File: src/rtl/core_consts.svh
`ifndef CORE_CONSTS_SVH
`define CORE_CONSTS_SVH

// Word address of the memory mapped IO store
`define IO_ADDR     32'h00010000
`define RESET_PC    32'h00000000

// Major opcodes of the supported instructions
`define OP_REG      7'b0110011
`define OP_IMM      7'b0010011
`define OP_LUI      7'b0110111
`define OP_STORE    7'b0100011
`define OP_BRANCH   7'b1100011
`define OP_SYSTEM   7'b1110011

`define EBREAK_WORD 32'h00100073

`endif

File: src/rtl/core_pkg.sv
package core_pkg;

	typedef logic [31:0] word_t;     // Data and address word
	typedef logic [4:0]  reg_idx_t;  // x0 always reads as zero
	typedef logic [6:0]  opcode_t;   // Major opcode field

	// Register-register view
	typedef struct packed {
		logic [6:0] funct7;
		reg_idx_t   rs2;
		reg_idx_t   rs1;
		logic [2:0] funct3;
		reg_idx_t   rd;
		opcode_t    opcode;
	} r_fmt_t;

	typedef struct packed {
		logic [11:0] imm;          // ADDI immediate or upper bits of a U immediate
		reg_idx_t    rs1;
		logic [2:0]  funct3;
		reg_idx_t    rd;
		opcode_t     opcode;
	} i_fmt_t;

	// Store view that also carries the scrambled B immediate
	typedef struct packed {
		logic [6:0] imm_hi;
		reg_idx_t   rs2;
		reg_idx_t   rs1;
		logic [2:0] funct3;
		logic [4:0] imm_lo;
		opcode_t    opcode;
	} s_fmt_t;

	typedef union packed {
		r_fmt_t r;
		i_fmt_t i;
		s_fmt_t s;
	} instr_u;

	// Operations handed to the back end
	typedef enum logic [2:0] {
		ALU_ADD,
		ALU_SUB,
		ALU_LUI,
		ALU_STORE,
		ALU_BEQ,
		ALU_BNE,
		ALU_NOP
	} alu_op_t;

endpackage

File: src/rtl/decode_issue.sv
`timescale 1ns/1ns
`include "core_consts.svh"

module decode_issue (
	input  logic               clk,
	input  logic               i_rst,
	input  logic               i_valid,
	input  core_pkg::instr_u   i_instr,
	input  core_pkg::word_t    i_pc,
	input  logic               i_flush,
	input  logic               i_wb_valid,
	input  core_pkg::reg_idx_t i_wb_rd,
	input  core_pkg::word_t    i_wb_data,
	output logic               o_stall,
	output core_pkg::alu_op_t  o_op,
	output core_pkg::word_t    o_a,
	output core_pkg::word_t    o_b,
	output core_pkg::word_t    o_imm,
	output core_pkg::word_t    o_pc,
	output core_pkg::reg_idx_t o_rd,
	output logic               o_issue_valid,
	output logic               o_halt,
	output core_pkg::word_t    o_halt_pc
);
	import core_pkg::*;

	word_t    rf [32];     // x0 entry never written
	alu_op_t  dec_op;
	reg_idx_t dec_rd;
	word_t    dec_imm;
	logic     use_rs1;
	logic     use_rs2;
	logic     b_is_imm;    // ADDI takes its immediate as operand b
	logic     is_ebreak;
	word_t    rs1_val;
	word_t    rs2_val;
	logic     sb_stall;
	logic     accept;
	logic     halted_q;
	word_t    halt_pc_q;

	always_comb begin
		dec_op    = ALU_NOP;
		dec_rd    = '0;
		dec_imm   = '0;
		use_rs1   = 1'b0;
		use_rs2   = 1'b0;
		b_is_imm  = 1'b0;
		is_ebreak = 1'b0;
		case (i_instr.r.opcode)
			`OP_REG: begin
				dec_op  = (i_instr.r.funct7 == 7'h20) ? ALU_SUB : ALU_ADD;
				dec_rd  = i_instr.r.rd;
				use_rs1 = 1'b1;
				use_rs2 = 1'b1;
			end
			`OP_IMM: begin
				if (i_instr.i.funct3 == 3'b000) begin  // ADDI only
					dec_op   = ALU_ADD;
					dec_rd   = i_instr.i.rd;
					dec_imm  = {{20{i_instr.i.imm[11]}}, i_instr.i.imm};
					use_rs1  = 1'b1;
					b_is_imm = 1'b1;
				end
			end
			`OP_LUI: begin
				dec_op  = ALU_LUI;
				dec_rd  = i_instr.i.rd;
				dec_imm = {i_instr.i.imm, i_instr.i.rs1, i_instr.i.funct3, 12'd0};
			end
			`OP_STORE: begin
				if (i_instr.s.funct3 == 3'b010) begin  // SW
					dec_op  = ALU_STORE;
					dec_imm = {{20{i_instr.s.imm_hi[6]}}, i_instr.s.imm_hi, i_instr.s.imm_lo};
					use_rs1 = 1'b1;
					use_rs2 = 1'b1;
				end
			end
			`OP_BRANCH: begin
				if (i_instr.s.funct3 == 3'b000 || i_instr.s.funct3 == 3'b001) begin
					dec_op  = i_instr.s.funct3[0] ? ALU_BNE : ALU_BEQ;
					// B immediate rebuilt from the store fields
					dec_imm = {{19{i_instr.s.imm_hi[6]}}, i_instr.s.imm_hi[6], i_instr.s.imm_lo[0],
						i_instr.s.imm_hi[5:0], i_instr.s.imm_lo[4:1], 1'b0};
					use_rs1 = 1'b1;
					use_rs2 = 1'b1;
				end
			end
			`OP_SYSTEM: begin
				is_ebreak = (i_instr == `EBREAK_WORD);
			end
			default: begin
				dec_op = ALU_NOP;
			end
		endcase
	end

	// Register read with write-through from the back end
	assign rs1_val = (i_instr.r.rs1 == 5'd0) ? 32'd0
		: (i_wb_valid && i_wb_rd == i_instr.r.rs1) ? i_wb_data : rf[i_instr.r.rs1];
	assign rs2_val = (i_instr.r.rs2 == 5'd0) ? 32'd0
		: (i_wb_valid && i_wb_rd == i_instr.r.rs2) ? i_wb_data : rf[i_instr.r.rs2];

	always_ff @(posedge clk) begin
		if (i_wb_valid && i_wb_rd != 5'd0) begin
			rf[i_wb_rd] <= i_wb_data;
		end
	end

	scoreboard scoreboard_inst (
		.clk          (clk),
		.i_rst        (i_rst),
		.i_rs1        (i_instr.r.rs1),
		.i_rs2        (i_instr.r.rs2),
		.i_use_rs1    (use_rs1),
		.i_use_rs2    (use_rs2),
		.i_issue_valid(accept && !is_ebreak),
		.i_issue_rd   (dec_rd),
		.i_wb_valid   (i_wb_valid),
		.i_wb_rd      (i_wb_rd),
		.o_stall      (sb_stall)
	);

	assign o_stall = i_valid && (sb_stall || halted_q);  // Fetch holds its word
	assign accept  = i_valid && !o_stall && !i_flush;    // Wrong path word dropped on flush

	always_ff @(posedge clk) begin
		if (i_rst) begin
			o_issue_valid <= 1'b0;
			halted_q      <= 1'b0;
		end else begin
			o_issue_valid <= accept && !is_ebreak;
			if (accept && is_ebreak) begin
				halted_q <= 1'b1;  // Sticky until reset
			end
		end
		if (accept) begin
			o_op  <= dec_op;
			o_a   <= rs1_val;
			o_b   <= b_is_imm ? dec_imm : rs2_val;
			o_imm <= dec_imm;
			o_pc  <= i_pc;
			o_rd  <= dec_rd;
		end
		if (accept && is_ebreak) begin
			halt_pc_q <= i_pc;
		end
	end

	assign o_halt    = halted_q;
	assign o_halt_pc = halt_pc_q;

endmodule

File: src/rtl/execute_wb.sv
`timescale 1ns/1ns
`include "core_consts.svh"

module execute_wb (
	input  logic               clk,
	input  logic               i_rst,
	input  logic               i_issue_valid,
	input  core_pkg::alu_op_t  i_op,
	input  core_pkg::word_t    i_a,
	input  core_pkg::word_t    i_b,
	input  core_pkg::word_t    i_imm,
	input  core_pkg::word_t    i_pc,
	input  core_pkg::reg_idx_t i_rd,
	output logic               o_wb_valid,
	output core_pkg::reg_idx_t o_wb_rd,
	output core_pkg::word_t    o_wb_data,
	output logic               o_redirect_valid,
	output core_pkg::word_t    o_redirect_pc,
	output logic               o_io_store_valid,
	output core_pkg::word_t    o_io_store_data
);
	import core_pkg::*;

	word_t result;
	word_t eff_addr;   // Store address rs1 + offset
	logic  writes;
	logic  taken;

	assign eff_addr = i_a + i_imm;

	always_comb begin
		result = i_a + i_b;
		writes = 1'b0;
		taken  = 1'b0;
		case (i_op)
			ALU_ADD: begin
				writes = 1'b1;
			end
			ALU_SUB: begin
				result = i_a - i_b;
				writes = 1'b1;
			end
			ALU_LUI: begin
				result = i_imm;  // Already shifted by decode
				writes = 1'b1;
			end
			ALU_BEQ: begin
				taken = (i_a == i_b);
			end
			ALU_BNE: begin
				taken = (i_a != i_b);
			end
			default: begin
				writes = 1'b0;   // STORE and NOP leave the register file alone
			end
		endcase
	end

	// Branch resolves in the same cycle
	assign o_redirect_valid = i_issue_valid && taken;
	assign o_redirect_pc    = i_pc + i_imm;

	// Only the IO word is a real store target
	assign o_io_store_valid = i_issue_valid && (i_op == ALU_STORE) && (eff_addr == `IO_ADDR);
	assign o_io_store_data  = i_b;

	always_ff @(posedge clk) begin
		if (i_rst) begin
			o_wb_valid <= 1'b0;
		end else begin
			o_wb_valid <= i_issue_valid && writes && (i_rd != 5'd0);
		end
		o_wb_rd   <= i_rd;
		o_wb_data <= result;
	end

endmodule

File: src/rtl/fetch_unit.sv
`timescale 1ns/1ns
`include "core_consts.svh"

module fetch_unit (
	input  logic             clk,
	input  logic             i_rst,
	input  logic             i_imem_valid,
	input  core_pkg::word_t  i_imem_data,
	input  logic             i_stall,
	input  logic             i_halt,
	input  logic             i_redirect_valid,
	input  core_pkg::word_t  i_redirect_pc,
	output logic             o_imem_req,
	output core_pkg::word_t  o_imem_addr,
	output logic             o_valid,
	output core_pkg::instr_u o_instr,
	output core_pkg::word_t  o_pc
);
	import core_pkg::*;

	word_t  pc_q;         // Next PC to request
	word_t  addr_q;       // Address of the outstanding request
	logic   req_q;
	logic   epoch_q;      // Flips on every redirect
	logic   req_epoch_q;  // Epoch the outstanding request was sent in
	logic   stop_q;       // EBREAK fetched so nothing more is requested
	logic   buf_valid_q;
	instr_u buf_instr_q;
	word_t  buf_pc_q;
	logic   rsp_done;
	logic   rsp_take;
	logic   rsp_ebreak;
	logic   buf_busy;
	logic   can_launch;
	logic   launch;

	assign rsp_done   = req_q && i_imem_valid;
	assign rsp_take   = rsp_done && (req_epoch_q == epoch_q) && !i_redirect_valid; // Stale words dropped
	assign rsp_ebreak = rsp_take && (i_imem_data == `EBREAK_WORD);
	assign buf_busy   = rsp_take || (buf_valid_q && i_stall);  // Buffer occupied next cycle
	assign can_launch = (!req_q || rsp_done) && !i_halt;      // Port free after this cycle
	assign launch     = can_launch && !buf_busy && !stop_q;

	always_ff @(posedge clk) begin
		if (i_rst) begin
			pc_q        <= `RESET_PC;
			req_q       <= 1'b0;
			epoch_q     <= 1'b0;
			req_epoch_q <= 1'b0;
			stop_q      <= 1'b0;
			buf_valid_q <= 1'b0;
		end else if (i_redirect_valid) begin
			epoch_q     <= !epoch_q;
			stop_q      <= 1'b0;
			buf_valid_q <= 1'b0;
			if (can_launch) begin
				// Go straight to the target
				req_q       <= 1'b1;
				addr_q      <= i_redirect_pc;
				req_epoch_q <= !epoch_q;
				pc_q        <= i_redirect_pc + 32'd4;
			end else begin
				req_q <= req_q && !rsp_done;  // Old request still waits for its answer
				pc_q  <= i_redirect_pc;
			end
		end else begin
			stop_q      <= stop_q || rsp_ebreak;
			buf_valid_q <= buf_busy;
			if (launch) begin
				req_q       <= 1'b1;
				addr_q      <= pc_q;
				req_epoch_q <= epoch_q;
				pc_q        <= pc_q + 32'd4;
			end else if (rsp_done) begin
				req_q <= 1'b0;
			end
		end
	end

	// Response buffer payload
	always_ff @(posedge clk) begin
		if (rsp_take) begin
			buf_instr_q <= i_imem_data;
			buf_pc_q    <= addr_q;
		end
	end

	assign o_imem_req  = req_q;
	assign o_imem_addr = addr_q;
	assign o_valid     = buf_valid_q;
	assign o_instr     = buf_instr_q;
	assign o_pc        = buf_pc_q;

	// A waiting request holds its address until the memory answers
	assert property (@(posedge clk) disable iff (i_rst)
		o_imem_req && !i_imem_valid |=> o_imem_req && $stable(o_imem_addr));

endmodule

File: src/rtl/io_port.sv
`timescale 1ns/1ns

module io_port (
	input  logic            clk,
	input  logic            i_rst,
	input  logic            i_store_valid,
	input  core_pkg::word_t i_store_data,
	input  logic            i_halt,
	input  core_pkg::word_t i_halt_pc,
	output logic            o_io_valid,
	output core_pkg::word_t o_io_data,
	output logic            o_ebreak,
	output core_pkg::word_t o_ebreak_pc
);

	always_ff @(posedge clk) begin
		if (i_rst) begin
			o_io_valid <= 1'b0;
			o_ebreak   <= 1'b0;
		end else begin
			o_io_valid <= i_store_valid;       // One cycle pulse per store
			o_ebreak   <= o_ebreak || i_halt;  // Held until reset
		end
		if (i_store_valid) begin
			o_io_data <= i_store_data;
		end
		// First halt report wins
		if (i_halt && !o_ebreak) begin
			o_ebreak_pc <= i_halt_pc;
		end
	end

	// Core is quiet once EBREAK is reported
	assert property (@(posedge clk) disable iff (i_rst)
		o_ebreak |-> !o_io_valid);

endmodule

File: src/rtl/mini_core.sv
`timescale 1ns/1ns

module mini_core (
	input  logic            clk,
	input  logic            i_rst,
	input  logic            i_imem_valid,
	input  core_pkg::word_t i_imem_data,
	output logic            o_imem_req,
	output core_pkg::word_t o_imem_addr,
	output logic            o_io_valid,
	output core_pkg::word_t o_io_data,
	output logic            o_ebreak,
	output core_pkg::word_t o_ebreak_pc
);
	import core_pkg::*;

	// Front end to decode
	logic     fetch_valid;
	instr_u   fetch_instr;
	word_t    fetch_pc;
	logic     issue_stall;
	// Decode to back end
	alu_op_t  issue_op;
	word_t    issue_a;
	word_t    issue_b;
	word_t    issue_imm;
	word_t    issue_pc;
	reg_idx_t issue_rd;
	logic     issue_valid;
	// Back end results
	logic     wb_valid;
	reg_idx_t wb_rd;
	word_t    wb_data;
	logic     redirect_valid;
	word_t    redirect_pc;
	logic     io_store_valid;
	word_t    io_store_data;
	logic     halt_seen;
	word_t    halt_pc;

	fetch_unit fetch_unit_inst (
		.clk             (clk),
		.i_rst           (i_rst),
		.i_imem_valid    (i_imem_valid),
		.i_imem_data     (i_imem_data),
		.i_stall         (issue_stall),
		.i_halt          (halt_seen),
		.i_redirect_valid(redirect_valid),
		.i_redirect_pc   (redirect_pc),
		.o_imem_req      (o_imem_req),
		.o_imem_addr     (o_imem_addr),
		.o_valid         (fetch_valid),
		.o_instr         (fetch_instr),
		.o_pc            (fetch_pc)
	);

	decode_issue decode_issue_inst (
		.clk          (clk),
		.i_rst        (i_rst),
		.i_valid      (fetch_valid),
		.i_instr      (fetch_instr),
		.i_pc         (fetch_pc),
		.i_flush      (redirect_valid),   // Taken branch kills the next word
		.i_wb_valid   (wb_valid),
		.i_wb_rd      (wb_rd),
		.i_wb_data    (wb_data),
		.o_stall      (issue_stall),
		.o_op         (issue_op),
		.o_a          (issue_a),
		.o_b          (issue_b),
		.o_imm        (issue_imm),
		.o_pc         (issue_pc),
		.o_rd         (issue_rd),
		.o_issue_valid(issue_valid),
		.o_halt       (halt_seen),
		.o_halt_pc    (halt_pc)
	);

	execute_wb execute_wb_inst (
		.clk             (clk),
		.i_rst           (i_rst),
		.i_issue_valid   (issue_valid),
		.i_op            (issue_op),
		.i_a             (issue_a),
		.i_b             (issue_b),
		.i_imm           (issue_imm),
		.i_pc            (issue_pc),
		.i_rd            (issue_rd),
		.o_wb_valid      (wb_valid),
		.o_wb_rd         (wb_rd),
		.o_wb_data       (wb_data),
		.o_redirect_valid(redirect_valid),
		.o_redirect_pc   (redirect_pc),
		.o_io_store_valid(io_store_valid),
		.o_io_store_data (io_store_data)
	);

	io_port io_port_inst (
		.clk          (clk),
		.i_rst        (i_rst),
		.i_store_valid(io_store_valid),
		.i_store_data (io_store_data),
		.i_halt       (halt_seen),
		.i_halt_pc    (halt_pc),
		.o_io_valid   (o_io_valid),
		.o_io_data    (o_io_data),
		.o_ebreak     (o_ebreak),
		.o_ebreak_pc  (o_ebreak_pc)
	);

endmodule

File: src/rtl/scoreboard.sv
`timescale 1ns/1ns

module scoreboard (
	input  logic               clk,
	input  logic               i_rst,
	input  core_pkg::reg_idx_t i_rs1,
	input  core_pkg::reg_idx_t i_rs2,
	input  logic               i_use_rs1,
	input  logic               i_use_rs2,
	input  logic               i_issue_valid,
	input  core_pkg::reg_idx_t i_issue_rd,
	input  logic               i_wb_valid,
	input  core_pkg::reg_idx_t i_wb_rd,
	output logic               o_stall
);
	logic [31:0] pending_q;  // One bit per register awaiting write-back
	logic [31:0] clr_mask;
	logic [31:0] set_mask;
	logic [31:0] live;       // Still pending once this write-back lands

	assign clr_mask = i_wb_valid ? (32'd1 << i_wb_rd) : 32'd0;
	assign set_mask = i_issue_valid ? (32'd1 << i_issue_rd) : 32'd0;
	assign live     = pending_q & ~clr_mask;

	// Write-back this cycle is bypassed so it does not stall
	// Destination checked too so two writes to one register stay ordered
	assign o_stall = (i_use_rs1 && live[i_rs1])
		|| (i_use_rs2 && live[i_rs2])
		|| live[i_issue_rd];

	always_ff @(posedge clk) begin
		if (i_rst) begin
			pending_q <= '0;
		end else begin
			pending_q <= (live | set_mask) & ~32'd1;  // x0 never pending
		end
	end

	// Back end only retires registers that decode marked pending
	assert property (@(posedge clk) disable iff (i_rst)
		i_wb_valid |-> pending_q[i_wb_rd]);

endmodule

File: config.mk
export PLATFORM = sky130hd
export DESIGN_NAME = mini_core
export DESIGN_NICKNAME = d
export VERILOG_FILES = /design/src/rtl/core_pkg.sv /design/src/rtl/decode_issue.sv /design/src/rtl/execute_wb.sv /design/src/rtl/fetch_unit.sv /design/src/rtl/io_port.sv /design/src/rtl/mini_core.sv /design/src/rtl/scoreboard.sv
export VERILOG_INCLUDE_DIRS = /design/src /design/src/rtl
export SDC_FILE = /design/constraint.sdc
export NUM_CORES = 2
export LEC_CHECK = 0
export BUFFER_PORTS_ARGS = -buffer_cell sky130_fd_sc_hd__buf_2
export CORE_MARGIN = 10
export CORE_UTILIZATION = 50
export DETAILED_ROUTE_END_ITERATION = 8
export HOLD_SLACK_MARGIN = 0.1
export PLACE_DENSITY = 0.66
export SLEW_MARGIN = 20
export SYNTH_ARGS = -nofsm -noshare
export SYNTH_HDL_FRONTEND = slang
export SYNTH_SLANG_ARGS = --single-unit
File: constraint.sdc
create_clock -name clk -period 27.1 [get_ports clk]
set_input_delay 2.71 -clock clk [delete_from_list [all_inputs] [get_ports clk]]
set_output_delay 2.71 -clock clk [all_outputs]
set_load 0.02 [all_outputs]
; ---- Word level (Yosys, flattened, before mapping)
; Memory sizes are Yosys's and may differ from the RTL's. A register that Yosys moved wholly into a read port is not among the register bits.
; Index checks and enable logic that the tools add are counted.
[classes]
addsub = 6
order_cmp = 3
eq_ne = 22
n_shift = 2
mux = 49
bitwise = 4
n_reduce_logical = 55
[op_table]
columns = operator, count
row1 = $mux 32, 14
row2 = $pmux 32 s4, 1
row3 = $add 32x32->32, 3
row4 = $add 32x3->32 const B, 2
row5 = $eq 32x21->1 const B, 2
row6 = $pmux 32 s2, 1
row7 = $shl 1x5->32 const A, 2
row8 = $and 32x32->32, 1
row9 = $eq 32x17->1 const B, 1
row10 = $eq 32x32->1, 1
row11 = $ne 32x32->1, 1
row12 = $not 32->32, 1
row13 = $or 32x32->32, 1
row14 = $sub 32x32->32, 1
row15 = $eq 7x6->1 const B, 4
row16 = $logic_and 1x1->1, 24
row17 = $mux 1, 20
row18 = $lt 5x6->1 const B, 3
row19 = $bmux 1 s5, 3
row20 = $pmux 3 s5, 1
row21 = $eq 7x7->1 const B, 2
row22 = $logic_not 1->1, 10
row23 = $logic_not 5->1, 2
row24 = $mux 5, 2
row25 = other kinds (22), 38
[word_totals]
regBits = 407
mem_bits_rw = 1024
output_inout_bits = 99
wordCells = 168
mem_count = 1
[mem_list]
columns = name, words, word_bits, rd, rd_clocked_by_memory_dff, wr, line_no
row1 = decode_issue_inst.rf, 32, 32, 2, 2, 1, decode_issue.sv:27  ; word_t rf [32];

; ---- Depth between registers and ports, before layout
[logic_depth]
word_depth = 18
mapped_depth = 15

; ---- Hierarchy
; A second synthesis with hierarchy kept.
[unflattened]
hier_cells = 4694
hier_area_um2 = 72002.8
[modules_own_cells]
columns = mod, instances, cells_per_inst, area_per_inst_um2, seq_area_each_um2
row1 = decode_issue, 1, 2748, 53869.2, 35834.4
row2 = execute_wb, 1, 1086, 7880.1, 760.7
row3 = fetch_unit, 1, 478, 5930.7, 3623.5
row4 = scoreboard, 1, 313, 2338.5, 620.6
row5 = io_port, 1, 69, 1984.4, 1961.9

; ---- Worst setup path before layout
; OpenSTA, ideal clock, no wires.
[synth_timing]
path_type = register -> register
start = register execute_wb_inst.o_wb_rd[1]
end = register decode_issue_inst.halt_pc_q[0], in the netlist decode_issue_inst.o_halt_pc[0] (enable)
arrival_time_ps = 10345
slack_ps = 16362
path_stages_with_launch = 12
path_buffers = 2
period_less_slack_ps = 10738
path_cell_list = dfxtp_1 clkbuf_1 nand2_1 clkbuf_1 nor2_1 o221ai_1 a22oi_1 o311ai_0 o211ai_1 nand3b_1 nor2_1 and3_1
[synth_between]
elab_chain_len = 15
word_cells_on_any_way = 20
classes_between = 1 x shift / 7 x mux / 2 x bitwise / 10 x reduce/logical
[synth_lines]
columns = element, line_no
row1 = "start, declared", execute_wb.sv:15  ; output core_pkg::reg_idx_t o_wb_rd,
row2 = "start signal, assigned", execute_wb.sv:73  ; o_wb_rd <= i_rd;
row3 = $shl 1x5->32 (*), scoreboard.sv:21  ; assign clr_mask = i_wb_valid ? (32'd1 << i_wb_rd) : 32'd0;
row4 = $mux 32 (*), scoreboard.sv:21
row5 = $not 32->32 (*), scoreboard.sv:23  ; assign live = pending_q & ~clr_mask;
row6 = $and 32x32->32 (*), scoreboard.sv:23
row7 = "$bmux 1 s5, on equally long branches", "scoreboard.sv:27, scoreboard.sv:28"
row8 = "$mux 1, on equally long branches", "scoreboard.sv:27, scoreboard.sv:28"
row9 = "$logic_and 1x1->1, on equally long branches", "scoreboard.sv:27, scoreboard.sv:28"
row10 = $logic_or 1x1->1, scoreboard.sv:28  ; || (i_use_rs2 && live[i_rs2])
row11 = $logic_or 1x1->1 (*), scoreboard.sv:29  ; || live[i_issue_rd];
row12 = $logic_or 1x1->1 (*), decode_issue.sv:124  ; assign o_stall = i_valid && (sb_stall || halted_q);
row13 = $logic_and 1x1->1 (*), decode_issue.sv:124
row14 = $logic_not 1->1 (*), decode_issue.sv:125  ; assign accept = i_valid && !o_stall && !i_flush;
row15 = $logic_and 1x1->1 (*) (2 in series), decode_issue.sv:125
row16 = named net decode_issue_inst.accept, decode_issue.sv:38  ; logic accept;
row17 = $logic_and 1x1->1 (*), decode_issue.sv:145  ; if (accept && is_ebreak) begin
row18 = "end signal, assigned", decode_issue.sv:146  ; halt_pc_q <= i_pc;
row19 = "end, declared", decode_issue.sv:40  ; word_t halt_pc_q;
; Mark *: on every way through the listed nets, which the timed path passes. The rest lies on a longest branch. The select of a mux whose other input is x is not followed.
; A chain may end at the register's enable or synchronous reset.

; ---- Worst setup path after layout
[layout_timing]
start = register fetch_unit_inst.buf_instr_q (netlist bit fetch_unit_inst.o_instr[15])
end = register decode_issue_inst.o_a[16], read port of decode_issue_inst.rf (enable)
[layout_between]
elab_chain_len = 10
word_cells_on_any_way = 11
classes_between = 2 x mux / 9 x reduce/logical
[layout_lines]
columns = element, line_no
row1 = "start, declared", fetch_unit.sv:28  ; instr_u buf_instr_q;
row2 = "start signal, assigned", fetch_unit.sv:83  ; buf_instr_q <= i_imem_data;
row3 = $bmux 1 s5, scoreboard.sv:27  ; assign o_stall = (i_use_rs1 && live[i_rs1])
row4 = $mux 1 (not written as such), scoreboard.sv:27
row5 = $logic_and 1x1->1, scoreboard.sv:27
row6 = $logic_or 1x1->1, scoreboard.sv:28
row7 = $logic_or 1x1->1, scoreboard.sv:29
row8 = $logic_or 1x1->1, decode_issue.sv:124
row9 = $logic_and 1x1->1, decode_issue.sv:124
row10 = $logic_not 1->1, decode_issue.sv:125
row11 = $logic_and 1x1->1 (2 in series), decode_issue.sv:125
row12 = named net decode_issue_inst.accept, decode_issue.sv:38
row13 = "end, declared", decode_issue.sv:16  ; output core_pkg::word_t o_a,
; The timed path passes the listed nets, and every way through them passes these cells. The select of a mux whose other input is x is not followed.

==> impl_metrics.csv <==
group,metric,value,unit
outcome,status,"completed",
layout,finalNetCount,4787,
layout,fill_cells,11000,
yosys,ys_warn_count,0,
yosys,netlist_area,0.07151,sq mm
yosys,postSynthAreaPerCell,15.87,sq um
yosys,synth_xor_area_frac,0.01323,
cts,clk_latency,810,ps
run,cap_viol_max_count,0,
sta,maxSlewViolCount,0,
yosys,synth-edff-count,1352,
cts,cts.clk_slew.worst_paths,70,ps
route,antenna_left,0,
critical_path,r2r_slack,21490,ps
power_and_ir_drop,p_leak,26.73,nW
layout,drive_above_1_share,0.2466,
yosys,ys_async_sr_fraction,0,
die,initial_core_util,0.5044,
sta,rsz0062_at_grt,"no",
critical_path,path_class,"reg2reg",
yosys,ys_ff_latch,1467,
cts,clockRootBuffer,"clkbuf_16",
yosys,synth_adder_area_share,0.02317,
sta,fin_tns_setup,0,ps
die,die_x,398.2,um
min_path,hold_path.class,"reg2reg",
yosys,synthSimpleGateAreaFrac,0.05805,
route,wl_per_cell,32.45,um
placement,place_area,0.07462,sq mm
yosys,ys.flop_type,"edfxtp_1",
die,die_area,0.1585,sq mm
sta,hold_viol,0,
placement,portBuffers,133,
route,drt-pass1-iter-count,6,
route,vias,44690,
power_and_ir_drop,peakVddDrop,0.06631,mV
route,wl,215.7,mm
die,rows,138,
grt,track_usage,0.2694,
sta,period_needed,5610,ps
power_and_ir_drop,p_per_area,65.91,mW/mm^2
route,via_per_inst,6.723,
critical_path,cp-start-kind,"flop",
grt,grt_overflow,0,
die,core,0.1418,sq mm
die,pin_count,134,
yosys,netlist_instances,4507,
placement,hpwl,132.2,mm
grt,grt_pass1_wl,312.7,mm
grt,grt_pass1_vias,44490,
placement,gp_congestion,0.9715,
layout,multi_input_area,0.02752,sq mm
critical_path,worstPathArrival,6020,ps
route,drc_errors,0,
sta,period_share,0.2070,
yosys,synth_top_family_by_area,"multiplexers",
sta,clock.fmax,0.1783,GHz
grt,antenna_found_initial,14,
cts,post_cts_buffers,0,
cts,tritoncts,"yes",
yosys,synth_mux_area_frac,0.2069,
cts,cts_sinks,1467,
yosys,synth-compound-area-share,0.07735,
grt,grt_max_degree,109,
sta,setup-violations-final,0,
layout,area_growth,11.59,%
route,first_iter_violations,5562,
critical_path,crit_fanout,96,
yosys,yosysUniqueCellTypes,95,
cts,htree_levels,4,
sta,finClkSkew,32.69,ps
cts,cts_buffers,155,
sta,worst_slew_pin_slew,1243,ps
cts,cts_buffer_depth,3,
cts,cts_hold_buf,0,
critical_path,endpoint_kind,"flop",
cts,ctsResizeCount,0,
layout,fin_area,0.07980,sq mm
layout,regArea,0.04294,sq mm
sta,max-slew-margin-rel,0.1596,
critical_path,critPathRequiredTime,27510,ps
yosys,yosysSeqAreaShare,0.5999,
die,die_h,398.2,um
==> state kept, by name (all words and copies together) (netlist names), 3 cells and up, named ones only <==
| signal | flops |
|---|---|
| decode_issue_inst.o_b | 32 |
| io_port_inst.o_io_data | 32 |
| decode_issue_inst.o_imm | 32 |
| decode_issue_inst.o_op | 3 |
| decode_issue_inst.scoreboard_inst.pending_q | 31 |
| io_port_inst.o_ebreak_pc | 32 |
| decode_issue_inst.o_a | 32 |
| fetch_unit_inst.pc_q | 32 |
| decode_issue_inst.o_halt_pc | 32 |
| fetch_unit_inst.o_pc | 32 |
| execute_wb_inst.o_wb_rd | 5 |
| decode_issue_inst.o_rd | 5 |
| fetch_unit_inst.o_instr | 32 |
| decode_issue_inst.rf | 1024 |
| fetch_unit_inst.o_imem_addr | 32 |
| decode_issue_inst.o_pc | 32 |
| execute_wb_inst.o_wb_data | 32 |
==> placed cells by master, fill, tap and decap left out, types with 39 or more instances in the layout <==
cell type  count
edfxtp_1    1352
mux4_2       595
nor2_1       248
nand2_1      223
a21oi_1      217
clkbuf_16    158
o21ai_0      137
buf_2        133
ha_1         126
mux2i_1      118
inv_1         98
dfxtp_1       90
buf_4         82
a21o_1        65
xnor2_1       62
a211oi_1      47
xor2_1        46
nor3_1        43
clkbuf_1      42
o22ai_1       41
nand2b_1      39
==> worst paths after layout <==
| check | startpoint | end | cells after the start |
|---|---|---|---|
| worst max-delay path | fetch_unit_inst.o_instr[15] | decode_issue_inst.o_a[16] | 10 |
| worst min-delay path | decode_issue_inst.o_rd[0] | execute_wb_inst.o_wb_rd[0] | 0 |
| worst max register to register | fetch_unit_inst.o_instr[15] | decode_issue_inst.o_a[16] | 10 |
| worst min register to register | decode_issue_inst.o_rd[0] | execute_wb_inst.o_wb_rd[0] | 0 |
==> through the flow <==
stage	hold WS (ps)	utilization	total power [mW]	setup slack, ps	instances
after floorplan	338.8	-	2.984	16360	4538
after global placement	397.8	0.5264	3.162	21430	6355
after detailed placement	369.3	0.5264	3.166	21380	6355
after CTS	383.8	0.5627	5.282	21530	6642
after global routing	407.6	0.5628	5.419	21150	6642
final	389.6	0.5629	5.259	21490	6647
==> synthesized netlist by cell type (all sizes together), types with 37 or more instances <==
master	count	area, sq um
buf	96	392.9
a211oi	48	372.9
dfxtp	115	2302
nor3	47	250.2
o22ai	41	256.5
mux2i	119	1191
a21o	65	488.0
nand2b	39	244.0
a21oi	218	1091
ha	126	1577
nand2	225	854.6
o21ai	141	705.7
nor2	282	1061
mux4	595	13400
xnor2	62	543.0
clkbuf	200	753.2
edfxtp	1352	40600
xor2	46	402.9
nand4	37	231.5
inv	99	371.6
==> per-layer routing <==
metal / wire (um) / track usage
met5: 72 / 0
met3: 20760 / 0.05645
met2: 104400 / 0.4390
met1: 82730 / 0.3612
met4: 7689 / 0.09059
==> final cells by class <==
cell class              instances  share of cell area
diodes                          5           0.0001568
clock buffers                 215             0.05411
clock inverters                72             0.01035
inverters                     100            0.004704
multi-input cells            2675              0.3448
flip-flops and latches       1467              0.5381
well taps                    1890             0.02963
repair buffers                223             0.01806
==> critical path: stages, from the launching register on <==
cell and delay, ps:
edfxtp_1 330, buf_4 640, buf_12 530, mux2i_1 180
a2111o_1 460, a41oi_1 410, o311a_1 250, nand3b_1 190
nor2_4 160, buf_4 620, buf_4 970
==> report_power, final <==
part / internal (mW) / switching (mW) / leakage [nW]
clock: 1.21 / 0.920 / 2.49
combinational: 0.209 / 0.280 / 10.9
sequential: 2.55 / 0.0842 / 13.3
==> logic make-up (layout without fill, tap and decap cells) <==
group / count (synthesis) / after routing
xor gates and xnor gates: 108 / 108
AOI/OAI and AO/OA: 821 / 821
DFF: 1467 / 1467
muxes: 732 / 732
other: 1 / 37
adders and majority gates: 130 / 130
buffers and inverters: 396 / 610
and+or+nand+nor: 852 / 852
Note: power is estimated with default switching activity, not from simulation.
